<file path="src/common/back_end_params.svh">
`ifndef BACK_END_PARAMS_SVH
`define BACK_END_PARAMS_SVH

`define BE_XLEN       16 // data path width
`define BE_REG_N      8  // architectural registers
`define BE_REG_IDX    3  // bits of a register index
`define BE_ROB_DEPTH  4  // reorder buffer entries
`define BE_ROB_IDX    2  // bits of a rob index
`define BE_MUL_STEPS  16 // shift-add iterations per multiply

`endif

</file>
<file path="src/common/isa_pkg.sv">
`default_nettype none

`include "back_end_params.svh"

package isa_pkg;

    // operation codes of the toy machine
    typedef enum logic [2:0] {
        OP_LI  = 3'd0, // rd <- imm
        OP_ADD = 3'd1,
        OP_SUB = 3'd2,
        OP_XOR = 3'd3,
        OP_MUL = 3'd4  // low half of the product only
    } op_t;

    // instruction as delivered by the front end, in program order
    typedef struct packed {
        op_t                    op;
        logic [`BE_REG_IDX-1:0] rd;
        logic [`BE_REG_IDX-1:0] rs1;
        logic [`BE_REG_IDX-1:0] rs2;
        logic [`BE_XLEN-1:0]    imm; // used by LI only
    } instr_t;

endpackage

`default_nettype wire

</file>
<file path="src/common/pipe_pkg.sv">
`default_nettype none

`include "back_end_params.svh"

package pipe_pkg;

    typedef logic [`BE_ROB_IDX-1:0] rob_idx_t; // tag of an in-flight instruction

    // issue stage to execution unit
    typedef struct packed {
        isa_pkg::op_t        op;
        rob_idx_t            rob_idx; // where the result goes back to
        logic [`BE_XLEN-1:0] opnd_a;  // rs1 value, or the immediate for LI
        logic [`BE_XLEN-1:0] opnd_b;  // rs2 value
    } exec_req_t;

    // result broadcast on the common data bus
    typedef struct packed {
        rob_idx_t            rob_idx;
        logic [`BE_XLEN-1:0] value;
    } cdb_data_t;

    // new rob entry, written at the tail
    typedef struct packed {
        logic [`BE_REG_IDX-1:0] rd;
    } rob_alloc_t;

    // retired result toward the register file
    typedef struct packed {
        logic [`BE_REG_IDX-1:0] rd;
        logic [`BE_XLEN-1:0]    value;
    } commit_t;

endpackage

`default_nettype wire

</file>
<file path="src/exec/mul_counter.sv">
`default_nettype none
`timescale 1ns/1ns

`include "back_end_params.svh"

module mul_counter (
    input  logic clk_i,
    input  logic reset_i,
    input  logic load_i,  // multiply accepted
    output logic last_o   // current step is the final one
);
    localparam int CNT_W = $clog2(`BE_MUL_STEPS);

    logic [CNT_W-1:0] cnt_q; // steps left after the current one

    always_ff @(posedge clk_i) begin
        if (reset_i) begin
            cnt_q <= '0;
        end else if (load_i) begin
            cnt_q <= CNT_W'(`BE_MUL_STEPS - 1);
        end else if (cnt_q != '0) begin
            cnt_q <= cnt_q - 1'b1; // parks at zero
        end
    end

    assign last_o = (cnt_q == '0);

endmodule

`default_nettype wire

</file>
<file path="src/exec/alu_unit.sv">
`default_nettype none
`timescale 1ns/1ns

`include "back_end_params.svh"

module alu_unit (
    input  logic                clk_i,
    input  logic                reset_i,
    input  logic                req_valid_i,
    input  pipe_pkg::exec_req_t req_i,
    output logic                req_ready_o,
    output logic                res_valid_o,
    output pipe_pkg::cdb_data_t res_o,
    input  logic                res_ready_i // bus grant
);
    import isa_pkg::*;
    import pipe_pkg::*;

    logic                res_valid_q;
    cdb_data_t           res_q;      // single result slot
    logic                accept;
    logic [`BE_XLEN-1:0] alu_result;

    // free slot, or the held result leaves on this edge
    assign req_ready_o = !res_valid_q || res_ready_i;
    assign accept      = req_valid_i && req_ready_o;

    always_comb begin
        case (req_i.op)
            OP_LI:   alu_result = req_i.opnd_a;                // immediate passes through
            OP_ADD:  alu_result = req_i.opnd_a + req_i.opnd_b; // wraps at 16 bits
            OP_SUB:  alu_result = req_i.opnd_a - req_i.opnd_b;
            OP_XOR:  alu_result = req_i.opnd_a ^ req_i.opnd_b;
            default: alu_result = '0; // MUL is steered elsewhere
        endcase
    end

    always_ff @(posedge clk_i) begin
        if (reset_i) begin
            res_valid_q <= 1'b0;
        end else if (accept) begin
            res_valid_q <= 1'b1;
        end else if (res_ready_i) begin
            res_valid_q <= 1'b0; // drained onto the bus
        end
    end

    always_ff @(posedge clk_i) begin
        if (accept) begin
            res_q.rob_idx <= req_i.rob_idx;
            res_q.value   <= alu_result;
        end
    end

    assign res_valid_o = res_valid_q;
    assign res_o       = res_q;

endmodule

`default_nettype wire

</file>
<file path="src/exec/mul_unit.sv">
`default_nettype none
`timescale 1ns/1ns

`include "back_end_params.svh"

module mul_unit (
    input  logic                clk_i,
    input  logic                reset_i,
    input  logic                req_valid_i,
    input  pipe_pkg::exec_req_t req_i,
    output logic                req_ready_o,
    output logic                res_valid_o,
    output pipe_pkg::cdb_data_t res_o,
    input  logic                res_ready_i
);
    import pipe_pkg::*;

    typedef enum logic [1:0] {IDLE, BUSY, DONE} mul_state_e;

    mul_state_e          state_q;
    logic [`BE_XLEN-1:0] acc_q;     // partial product, low half only
    logic [`BE_XLEN-1:0] mcand_q;   // multiplicand, shifts left
    logic [`BE_XLEN-1:0] mplier_q;  // multiplier, shifts right
    rob_idx_t            rob_idx_q;
    logic                accept;
    logic                cnt_last;  // final shift-add step

    // a finished product being granted frees the unit in the same cycle
    assign req_ready_o = (state_q == IDLE) || ((state_q == DONE) && res_ready_i);
    assign accept      = req_valid_i && req_ready_o;

    mul_counter u_mul_counter (
        .clk_i   (clk_i),
        .reset_i (reset_i),
        .load_i  (accept),
        .last_o  (cnt_last)
    );

    always_ff @(posedge clk_i) begin
        if (reset_i) begin
            state_q <= IDLE;
        end else begin
            case (state_q)
                IDLE: if (accept) state_q <= BUSY;
                BUSY: if (cnt_last) state_q <= DONE;
                DONE: begin
                    if (accept) begin
                        state_q <= BUSY; // back to back multiply
                    end else if (res_ready_i) begin
                        state_q <= IDLE;
                    end
                end
                default: state_q <= IDLE;
            endcase
        end
    end

    always_ff @(posedge clk_i) begin
        if (accept) begin
            acc_q     <= '0;
            mcand_q   <= req_i.opnd_a;
            mplier_q  <= req_i.opnd_b;
            rob_idx_q <= req_i.rob_idx;
        end else if (state_q == BUSY) begin
            acc_q    <= acc_q + (mplier_q[0] ? mcand_q : '0); // add when lsb set
            mcand_q  <= mcand_q << 1;
            mplier_q <= mplier_q >> 1;
        end
    end

    assign res_valid_o   = (state_q == DONE); // held until the bus grants it
    assign res_o.rob_idx = rob_idx_q;
    assign res_o.value   = acc_q;

endmodule

`default_nettype wire

</file>
<file path="src/hw/cdb_arbiter.sv">
`default_nettype none
`timescale 1ns/1ns

`include "back_end_params.svh"

module cdb_arbiter (
    input  logic                clk_i,
    input  logic                reset_i,
    input  logic                mul_valid_i,
    input  pipe_pkg::cdb_data_t mul_i,
    output logic                mul_ready_o,
    input  logic                alu_valid_i,
    input  pipe_pkg::cdb_data_t alu_i,
    output logic                alu_ready_o,
    output logic                rob_valid_o,
    output pipe_pkg::cdb_data_t rob_o
);
    import pipe_pkg::*;

    logic      rob_valid_q;
    cdb_data_t rob_q; // bus register, one broadcast per cycle

    // rob always sinks the bus, so the register drains every cycle
    assign mul_ready_o = 1'b1;         // top priority, never blocked
    assign alu_ready_o = !mul_valid_i; // loses whenever the multiplier offers

    always_ff @(posedge clk_i) begin
        if (reset_i) begin
            rob_valid_q <= 1'b0;
        end else begin
            rob_valid_q <= mul_valid_i || alu_valid_i;
        end
    end

    always_ff @(posedge clk_i) begin
        rob_q <= mul_valid_i ? mul_i : alu_i; // winner payload
    end

    assign rob_valid_o = rob_valid_q;
    assign rob_o       = rob_q;

endmodule

`default_nettype wire

</file>
<file path="src/rob/rob.sv">
`default_nettype none
`timescale 1ns/1ns

`include "back_end_params.svh"

module rob (
    input  logic                 clk_i,
    input  logic                 reset_i,
    input  logic                 alloc_valid_i,  // issue accepted an instruction
    input  pipe_pkg::rob_alloc_t alloc_i,
    output logic                 ready_o,        // not full
    output pipe_pkg::rob_idx_t   tail_o,
    input  logic                 cdb_valid_i,
    input  pipe_pkg::cdb_data_t  cdb_i,
    output logic                 commit_valid_o,
    output pipe_pkg::commit_t    commit_o
);
    import pipe_pkg::*;

    localparam int CNT_W = `BE_ROB_IDX + 1; // holds 0..depth

    rob_idx_t   head_q;  // oldest instruction
    rob_idx_t   tail_q;  // next free slot
    logic [CNT_W-1:0] count_q;

    logic [`BE_REG_IDX-1:0]   rd_q    [`BE_ROB_DEPTH];
    logic [`BE_XLEN-1:0]      value_q [`BE_ROB_DEPTH];
    logic [`BE_ROB_DEPTH-1:0] done_q;   // result has come back over the bus

    logic do_commit;

    assign ready_o = (count_q != CNT_W'(`BE_ROB_DEPTH));
    assign tail_o  = tail_q;

    // in-order retire, head must be allocated and finished
    assign do_commit      = (count_q != '0) && done_q[head_q];
    assign commit_valid_o = do_commit;
    assign commit_o.rd    = rd_q[head_q];
    assign commit_o.value = value_q[head_q];

    always_ff @(posedge clk_i) begin
        if (reset_i) begin
            head_q  <= '0;
            tail_q  <= '0;
            count_q <= '0;
            done_q  <= '0;
        end else begin
            if (do_commit) begin
                done_q[head_q] <= 1'b0;
                head_q         <= head_q + 1'b1; // depth is a power of two, wraps
            end
            if (alloc_valid_i) begin
                done_q[tail_q] <= 1'b0; // waits for its result
                tail_q         <= tail_q + 1'b1;
            end
            if (cdb_valid_i) begin
                done_q[cdb_i.rob_idx] <= 1'b1; // entry is allocated already
            end
            count_q <= count_q + CNT_W'(alloc_valid_i) - CNT_W'(do_commit);
        end
    end

    // entry payload
    always_ff @(posedge clk_i) begin
        if (alloc_valid_i) begin
            rd_q[tail_q] <= alloc_i.rd;
        end
        if (cdb_valid_i) begin
            value_q[cdb_i.rob_idx] <= cdb_i.value;
        end
    end

endmodule

`default_nettype wire

</file>
<file path="src/hw/issue_stage.sv">
`default_nettype none
`timescale 1ns/1ns

`include "back_end_params.svh"

module issue_stage (
    input  logic                 clk_i,
    input  logic                 reset_i,
    input  logic                 instr_valid_i,
    input  isa_pkg::instr_t      instr_i,
    output logic                 instr_ready_o,
    input  logic                 rob_ready_i,    // rob has a free entry
    input  pipe_pkg::rob_idx_t   rob_tail_i,     // tag for the next instruction
    output logic                 alloc_valid_o,
    output pipe_pkg::rob_alloc_t alloc_o,
    input  logic                 alu_ready_i,
    output logic                 alu_valid_o,
    output pipe_pkg::exec_req_t  alu_req_o,
    input  logic                 mul_ready_i,
    output logic                 mul_valid_o,
    output pipe_pkg::exec_req_t  mul_req_o,
    input  logic                 commit_valid_i,
    input  pipe_pkg::commit_t    commit_i
);
    import isa_pkg::*;
    import pipe_pkg::*;

    logic [`BE_XLEN-1:0]  rf_q [`BE_REG_N]; // architectural registers
    logic [`BE_REG_N-1:0] busy_q;           // one writer in flight per register

    logic      is_mul;
    logic      is_li;
    logic      srcs_free;
    logic      can_issue;  // everything but the unit handshake
    logic      unit_ready;
    logic      accept;
    exec_req_t req;

    assign is_mul = (instr_i.op == OP_MUL);
    assign is_li  = (instr_i.op == OP_LI);

    // LI has no source operands
    assign srcs_free  = is_li || (!busy_q[instr_i.rs1] && !busy_q[instr_i.rs2]);
    assign can_issue  = rob_ready_i && srcs_free && !busy_q[instr_i.rd];
    assign unit_ready = is_mul ? mul_ready_i : alu_ready_i;

    assign instr_ready_o = can_issue && unit_ready;
    assign accept        = instr_valid_i && instr_ready_o;

    // steer by opcode, valid never looks at the unit's ready
    assign alu_valid_o = instr_valid_i && can_issue && !is_mul;
    assign mul_valid_o = instr_valid_i && can_issue && is_mul;

    assign alloc_valid_o = accept; // rob entry claimed on the same edge
    assign alloc_o.rd    = instr_i.rd;

    // operand read, no forwarding since sources are never busy here
    always_comb begin
        req.op      = instr_i.op;
        req.rob_idx = rob_tail_i;
        req.opnd_a  = is_li ? instr_i.imm : rf_q[instr_i.rs1];
        req.opnd_b  = rf_q[instr_i.rs2];
    end

    assign alu_req_o = req; // only one of the two valids is ever high
    assign mul_req_o = req;

    always_ff @(posedge clk_i) begin
        if (reset_i) begin
            busy_q <= '0;
            for (int i = 0; i < `BE_REG_N; i++) begin
                rf_q[i] <= '0; // machine starts with all registers at zero
            end
        end else begin
            if (commit_valid_i) begin
                rf_q[commit_i.rd]   <= commit_i.value;
                busy_q[commit_i.rd] <= 1'b0;
            end
            // rd of a new instruction is free, so it never collides with the commit
            if (accept) begin
                busy_q[instr_i.rd] <= 1'b1;
            end
        end
    end

endmodule

`default_nettype wire

</file>
<file path="src/hw/back_end.sv">
`default_nettype none
`timescale 1ns/1ns

`include "back_end_params.svh"

module back_end (
    input  logic              clk_i,
    input  logic              reset_i,
    input  logic              instr_valid_i,
    input  isa_pkg::instr_t   instr_i,
    output logic              instr_ready_o,
    output logic              commit_valid_o, // one retired instruction per high cycle
    output pipe_pkg::commit_t commit_o
);
    import pipe_pkg::*;

    // issue <-> rob
    logic       rob_ready;   // not full
    rob_idx_t   rob_tail;
    logic       alloc_valid;
    rob_alloc_t alloc;

    // issue <-> units
    logic      alu_valid, alu_ready;
    exec_req_t alu_req;
    logic      mul_valid, mul_ready;
    exec_req_t mul_req;

    // units <-> arbiter
    logic      alu_res_valid, alu_res_ready;
    cdb_data_t alu_res;
    logic      mul_res_valid, mul_res_ready;
    cdb_data_t mul_res;

    // arbiter -> rob, never refused
    logic      cdb_valid;
    cdb_data_t cdb;

    issue_stage u_issue_stage (
        .clk_i          (clk_i),
        .reset_i        (reset_i),
        .instr_valid_i  (instr_valid_i),
        .instr_i        (instr_i),
        .instr_ready_o  (instr_ready_o),
        .rob_ready_i    (rob_ready),
        .rob_tail_i     (rob_tail),
        .alloc_valid_o  (alloc_valid),
        .alloc_o        (alloc),
        .alu_ready_i    (alu_ready),
        .alu_valid_o    (alu_valid),
        .alu_req_o      (alu_req),
        .mul_ready_i    (mul_ready),
        .mul_valid_o    (mul_valid),
        .mul_req_o      (mul_req),
        .commit_valid_i (commit_valid_o), // register file write port
        .commit_i       (commit_o)
    );

    alu_unit u_alu_unit (
        .clk_i       (clk_i),
        .reset_i     (reset_i),
        .req_valid_i (alu_valid),
        .req_i       (alu_req),
        .req_ready_o (alu_ready),
        .res_valid_o (alu_res_valid),
        .res_o       (alu_res),
        .res_ready_i (alu_res_ready)
    );

    mul_unit u_mul_unit (
        .clk_i       (clk_i),
        .reset_i     (reset_i),
        .req_valid_i (mul_valid),
        .req_i       (mul_req),
        .req_ready_o (mul_ready),
        .res_valid_o (mul_res_valid),
        .res_o       (mul_res),
        .res_ready_i (mul_res_ready)
    );

    cdb_arbiter u_cdb_arbiter (
        .clk_i       (clk_i),
        .reset_i     (reset_i),
        .mul_valid_i (mul_res_valid), // higher priority source
        .mul_i       (mul_res),
        .mul_ready_o (mul_res_ready),
        .alu_valid_i (alu_res_valid),
        .alu_i       (alu_res),
        .alu_ready_o (alu_res_ready),
        .rob_valid_o (cdb_valid),
        .rob_o       (cdb)
    );

    rob u_rob (
        .clk_i          (clk_i),
        .reset_i        (reset_i),
        .alloc_valid_i  (alloc_valid),
        .alloc_i        (alloc),
        .ready_o        (rob_ready),
        .tail_o         (rob_tail),
        .cdb_valid_i    (cdb_valid),
        .cdb_i          (cdb),
        .commit_valid_o (commit_valid_o),
        .commit_o       (commit_o)
    );

endmodule

`default_nettype wire

</file>
<file path="config.mk">
export PLATFORM = sky130hd
export DESIGN_NAME = back_end
export DESIGN_NICKNAME = d
export VERILOG_FILES = /design/src/common/isa_pkg.sv /design/src/common/pipe_pkg.sv /design/src/exec/mul_counter.sv /design/src/exec/alu_unit.sv /design/src/exec/mul_unit.sv /design/src/hw/cdb_arbiter.sv /design/src/rob/rob.sv /design/src/hw/issue_stage.sv /design/src/hw/back_end.sv
export VERILOG_INCLUDE_DIRS = /design/src /design/src/common
export SDC_FILE = /design/constraint.sdc
export NUM_CORES = 1
export LEC_CHECK = 0
export BUFFER_PORTS_ARGS = -buffer_cell sky130_fd_sc_hd__buf_2
export CAP_MARGIN = 30
export CORE_ASPECT_RATIO = 0.7
export CORE_MARGIN = 5
export CORE_UTILIZATION = 45
export DETAILED_ROUTE_END_ITERATION = 10
export HOLD_SLACK_MARGIN = 0.06
export PLACE_DENSITY = 0.71
export SLEW_MARGIN = 5
export SYNTH_ARGS = -nofsm -noshare
export SYNTH_HDL_FRONTEND = slang
export SYNTH_SLANG_ARGS = --single-unit
</file>
<file path="constraint.sdc">
create_clock -name clk_i -period 16.34 [get_ports clk_i]
set_clock_uncertainty 0.1 [all_clocks]
set_input_delay 3.268 -clock clk_i [delete_from_list [all_inputs] [get_ports clk_i]]
set_output_delay 3.268 -clock clk_i [all_outputs]
set_load 0.02 [all_outputs]
</file>
==> results.ini <==
[setup_path]
worstSetupStartpointType=input port
cp_max_fo=20
crit_chain=buf_2, mux4_2, mux2i_1, a21o_1, and3_1, buf_2
crit_path_end_kind=output port
critical-path-slowest-cell=buf_2
critical_path_class=in -> out
cp.arrival_ns=5.20
worst-path-stages=6
rr_startpoint=u_issue_stage.rf_q[2][1]
worstPathRequired_ns=12.97
cp_common_cell=buf_2
r2r-end=u_alu_unit.res_o[15]
rr_worst_depth=15
critical-path-max-stage-delay_ns=0.70
cp_top_family=buffers and inverters
critPathBufInv=2
endpoint=instr_ready_o
crit_path_start=instr_i[16]
ff2ff_setup_slack_ns=11.05

[synth]
synth_top_family_by_area=multiplexers
synth_cell_types=67
synth_compound_area_frac=0.0684
synth_adder_area_share=0.0359
avgSynthCellArea_sq_um=12.1
ys_warn_count=0
synthesis.nets=1421
synth-simple-area-share=0.125
ys_async_sr_fraction=0
synth_seq_cells=319
postSynthCellCount=1345
ys.flop_type=edfxtp_1
yosys.area_share.xor_xnor=0.0290
seq_area_frac_synth=0.549
syn_area_sq_mm=0.0163
synth.area.mux_share=0.162
synth-edff-count=256

[floorplan]
start_util=0.455
die_w_um=238
die_area_sq_mm=0.0402
num_rows=58
core_sq_mm=0.0358
dieHeight_um=169
ios=52

[timing]
worstMarginPinSlew_ns=1.05
relSlewSlack=0.293
tns_ns=0
period_needed_ns=8.57
finalHoldViolCount=0
slew_violations=0
setup_viol=0
period_share=0.524
fmax_ghz=0.117
rsz0062_at_grt=false

[final_layout]
drive_above_1_share=0.172
fillers=3074
area_delta_synth_final_pct=12.3
fin_nets=1463

[routing]
wirelength_um=44900
drc=0
drtIter0Drc=1629
ant_nets=0
routedWlPerCell_um=23.7
vias=11300
dr.pass1.iters=5
vias_per_cell=5.98

[power_and_ir_drop]
fin_total_pwr_uw=2240
max-vdd-ir-drop_uv=85.7
p_leak_uw=0.00699
p_per_area_mw_per_mm2=122

[clock_network]
insertion_delay_ns=0.59
clockBufferDepth=3
cts_buffers=29
cts-root-buf=clkbuf_16
path_clk_slew_ns=0.07
clkSinkCount=319
ctsHtreeMaxLevel=1
cts_tree=built
post_cts_buffers=0
cts_resized=0
postCtsHoldBufs=0

[job]
cap_violations=0

[global_route]
grt_pass1_vias=10600
grt_max_degree=47
grt-ovfl-total=0
antenna_found_initial=4
grt_first_pass_wirelength_um=66500
grt_usage=0.219

[placed_design]
port_buffers=51
routabilityCongestion=0.977
hpwl_um=30800

[worst_hold_path]
min_path_type=reg -> reg

[run_status]
run_status=finished clean

==> power by group <==
part           switching, uW  internal, uW  leakage [uW]
clock                    324           439      0.000509
sequential              59.6           971       0.00302
combinational            267           179       0.00346
==> worst min path at each step <==
| stage | startpoint | to | slack [ns] | cells after the start |
|---|---|---|---|---|
| floorplan | u_mul_unit.rob_idx_q[0] | u_cdb_arbiter.rob_o[16] | 0.31 | 2 |
| global route | u_alu_unit.res_o[16] | u_cdb_arbiter.rob_o[16] | 0.36 | 2 |
| CTS | u_mul_unit.rob_idx_q[0] | u_cdb_arbiter.rob_o[16] | 0.34 | 2 |
| finish | u_mul_unit.rob_idx_q[0] | u_cdb_arbiter.rob_o[16] | 0.34 | 2 |
| global placement | u_alu_unit.res_o[16] | u_cdb_arbiter.rob_o[16] | 0.32 | 2 |
| detailed placement | u_mul_unit.rob_idx_q[0] | u_cdb_arbiter.rob_o[16] | 0.33 | 2 |
==> cells by family after synthesis <==
family	after synthesis
and+or+nand+nor	473
DFF	319
AOI/OAI and AO/OA	181
muxes	158
buffers and inverters	115
xor gates and xnor gates	54
adders and majority gates	45
==> cell type report <==
| type | count | area [sq um] | area share |
|---|---|---|---|
| Clock inverter | 20 | 289 | 0.0158 |
| Multi-Input combinational cell | 911 | 6860 | 0.375 |
| Clock buffer | 34 | 774 | 0.0423 |
| Tap cell | 480 | 601 | 0.0328 |
| Timing Repair Buffer | 78 | 658 | 0.0359 |
| Sequential cell | 319 | 8950 | 0.489 |
| Antenna cell | 1 | 2.50 | 0.000137 |
| Inverter | 48 | 180 | 0.00984 |
==> cells in the mapped netlist (16+ instances only) <==
cell type | number | area [sq um]
a21o_1 | 16 | 120
a21oi_1 | 39 | 195
and2_1 | 19 | 119
clkbuf_1 | 38 | 143
dfxtp_1 | 63 | 1260
edfxtp_1 | 256 | 7690
ha_1 | 42 | 526
inv_1 | 46 | 173
mux2_2 | 28 | 315
mux2i_1 | 49 | 490
mux4_2 | 64 | 1440
nand2_1 | 186 | 698
nor2_1 | 183 | 687
nor2b_1 | 16 | 100
nor3_1 | 16 | 80.1
o21ai_0 | 54 | 270
o21ai_1 | 17 | 85.1
xnor2_1 | 29 | 254
xor2_1 | 25 | 219
==> worst register-to-register path, stage by stage (launching register included) <==
cell	delay, ns
edfxtp_1	0.42
mux4_2	0.50
mux2i_1	0.57
ha_1	0.31
and2_1	0.15
nand3_1	0.10
nand2_1	0.12
xnor2_1	0.12
ha_1	0.31
a2111oi_0	0.66
a21boi_0	0.28
o41a_1	0.38
a41o_1	0.26
o41ai_1	0.37
xnor2_1	0.17
o221ai_1	0.15
==> sequential cells by signal, summed over array words and instances, names as in the netlist, named ones only <==
| name | cells |
|---|---|
| u_alu_unit.res_o | 18 |
| u_rob.count_q | 3 |
| u_rob.head_q | 2 |
| u_issue_stage.busy_q | 8 |
| u_mul_unit.state_q | 2 |
| u_rob.rd_q | 12 |
| u_cdb_arbiter.rob_o | 18 |
| u_rob.done_q | 4 |
| u_mul_unit.rob_idx_q | 2 |
| u_mul_unit.u_mul_counter.cnt_q | 4 |
| u_mul_unit.mcand_q | 16 |
| u_alu_unit.res_valid_o | 1 |
| u_mul_unit.mplier_q | 16 |
| u_rob.value_q | 64 |
| u_rob.tail_o | 2 |
| u_issue_stage.rf_q | 128 |
| u_mul_unit.acc_q | 16 |
| u_cdb_arbiter.rob_valid_o | 1 |
==> layout by cell type (no fill, tap or decap), drive strengths merged, types with 9 or more instances in the layout <==
| master | count |
|---|---|
| edfxtp | 256 |
| nand2 | 186 |
| nor2 | 184 |
| buf | 78 |
| mux4 | 74 |
| o21ai | 72 |
| dfxtp | 63 |
| mux2i | 56 |
| inv | 48 |
| ha | 42 |
| a21oi | 39 |
| clkbuf | 34 |
| xnor2 | 29 |
| mux2 | 28 |
| xor2 | 25 |
| and2 | 19 |
| nor2b | 16 |
| a21o | 16 |
| nor3 | 16 |
| nand3 | 13 |
| a31oi | 9 |
| o221ai | 9 |
| clkinv | 9 |
==> layer usage <==
layer,track usage,up-vias,routed length (um),share of wire
li1,-,4983,-,-
met1,0.340,5568,19800,0.44
met2,0.303,695,18100,0.40
met3,0.0781,52,6210,0.14
met4,0.0283,6,629,0.014
met5,0,-,125,0.0028
==> metrics by stage <==
stage                     hold WS, ns  setup slack [ns]  std cells   util  area (sq um)
after global placement          0.325              7.77       1823  0.473         17000
after global routing            0.359              7.65       1891  0.511         18300
after CTS                       0.343              7.76       1884  0.507         18200
final                           0.339              7.77       1891  0.511         18300
after detailed placement        0.326              7.65       1830  0.477         17100
after floorplan                 0.308              8.42       1345      -         16300
(Power assumes the default switching activity.)
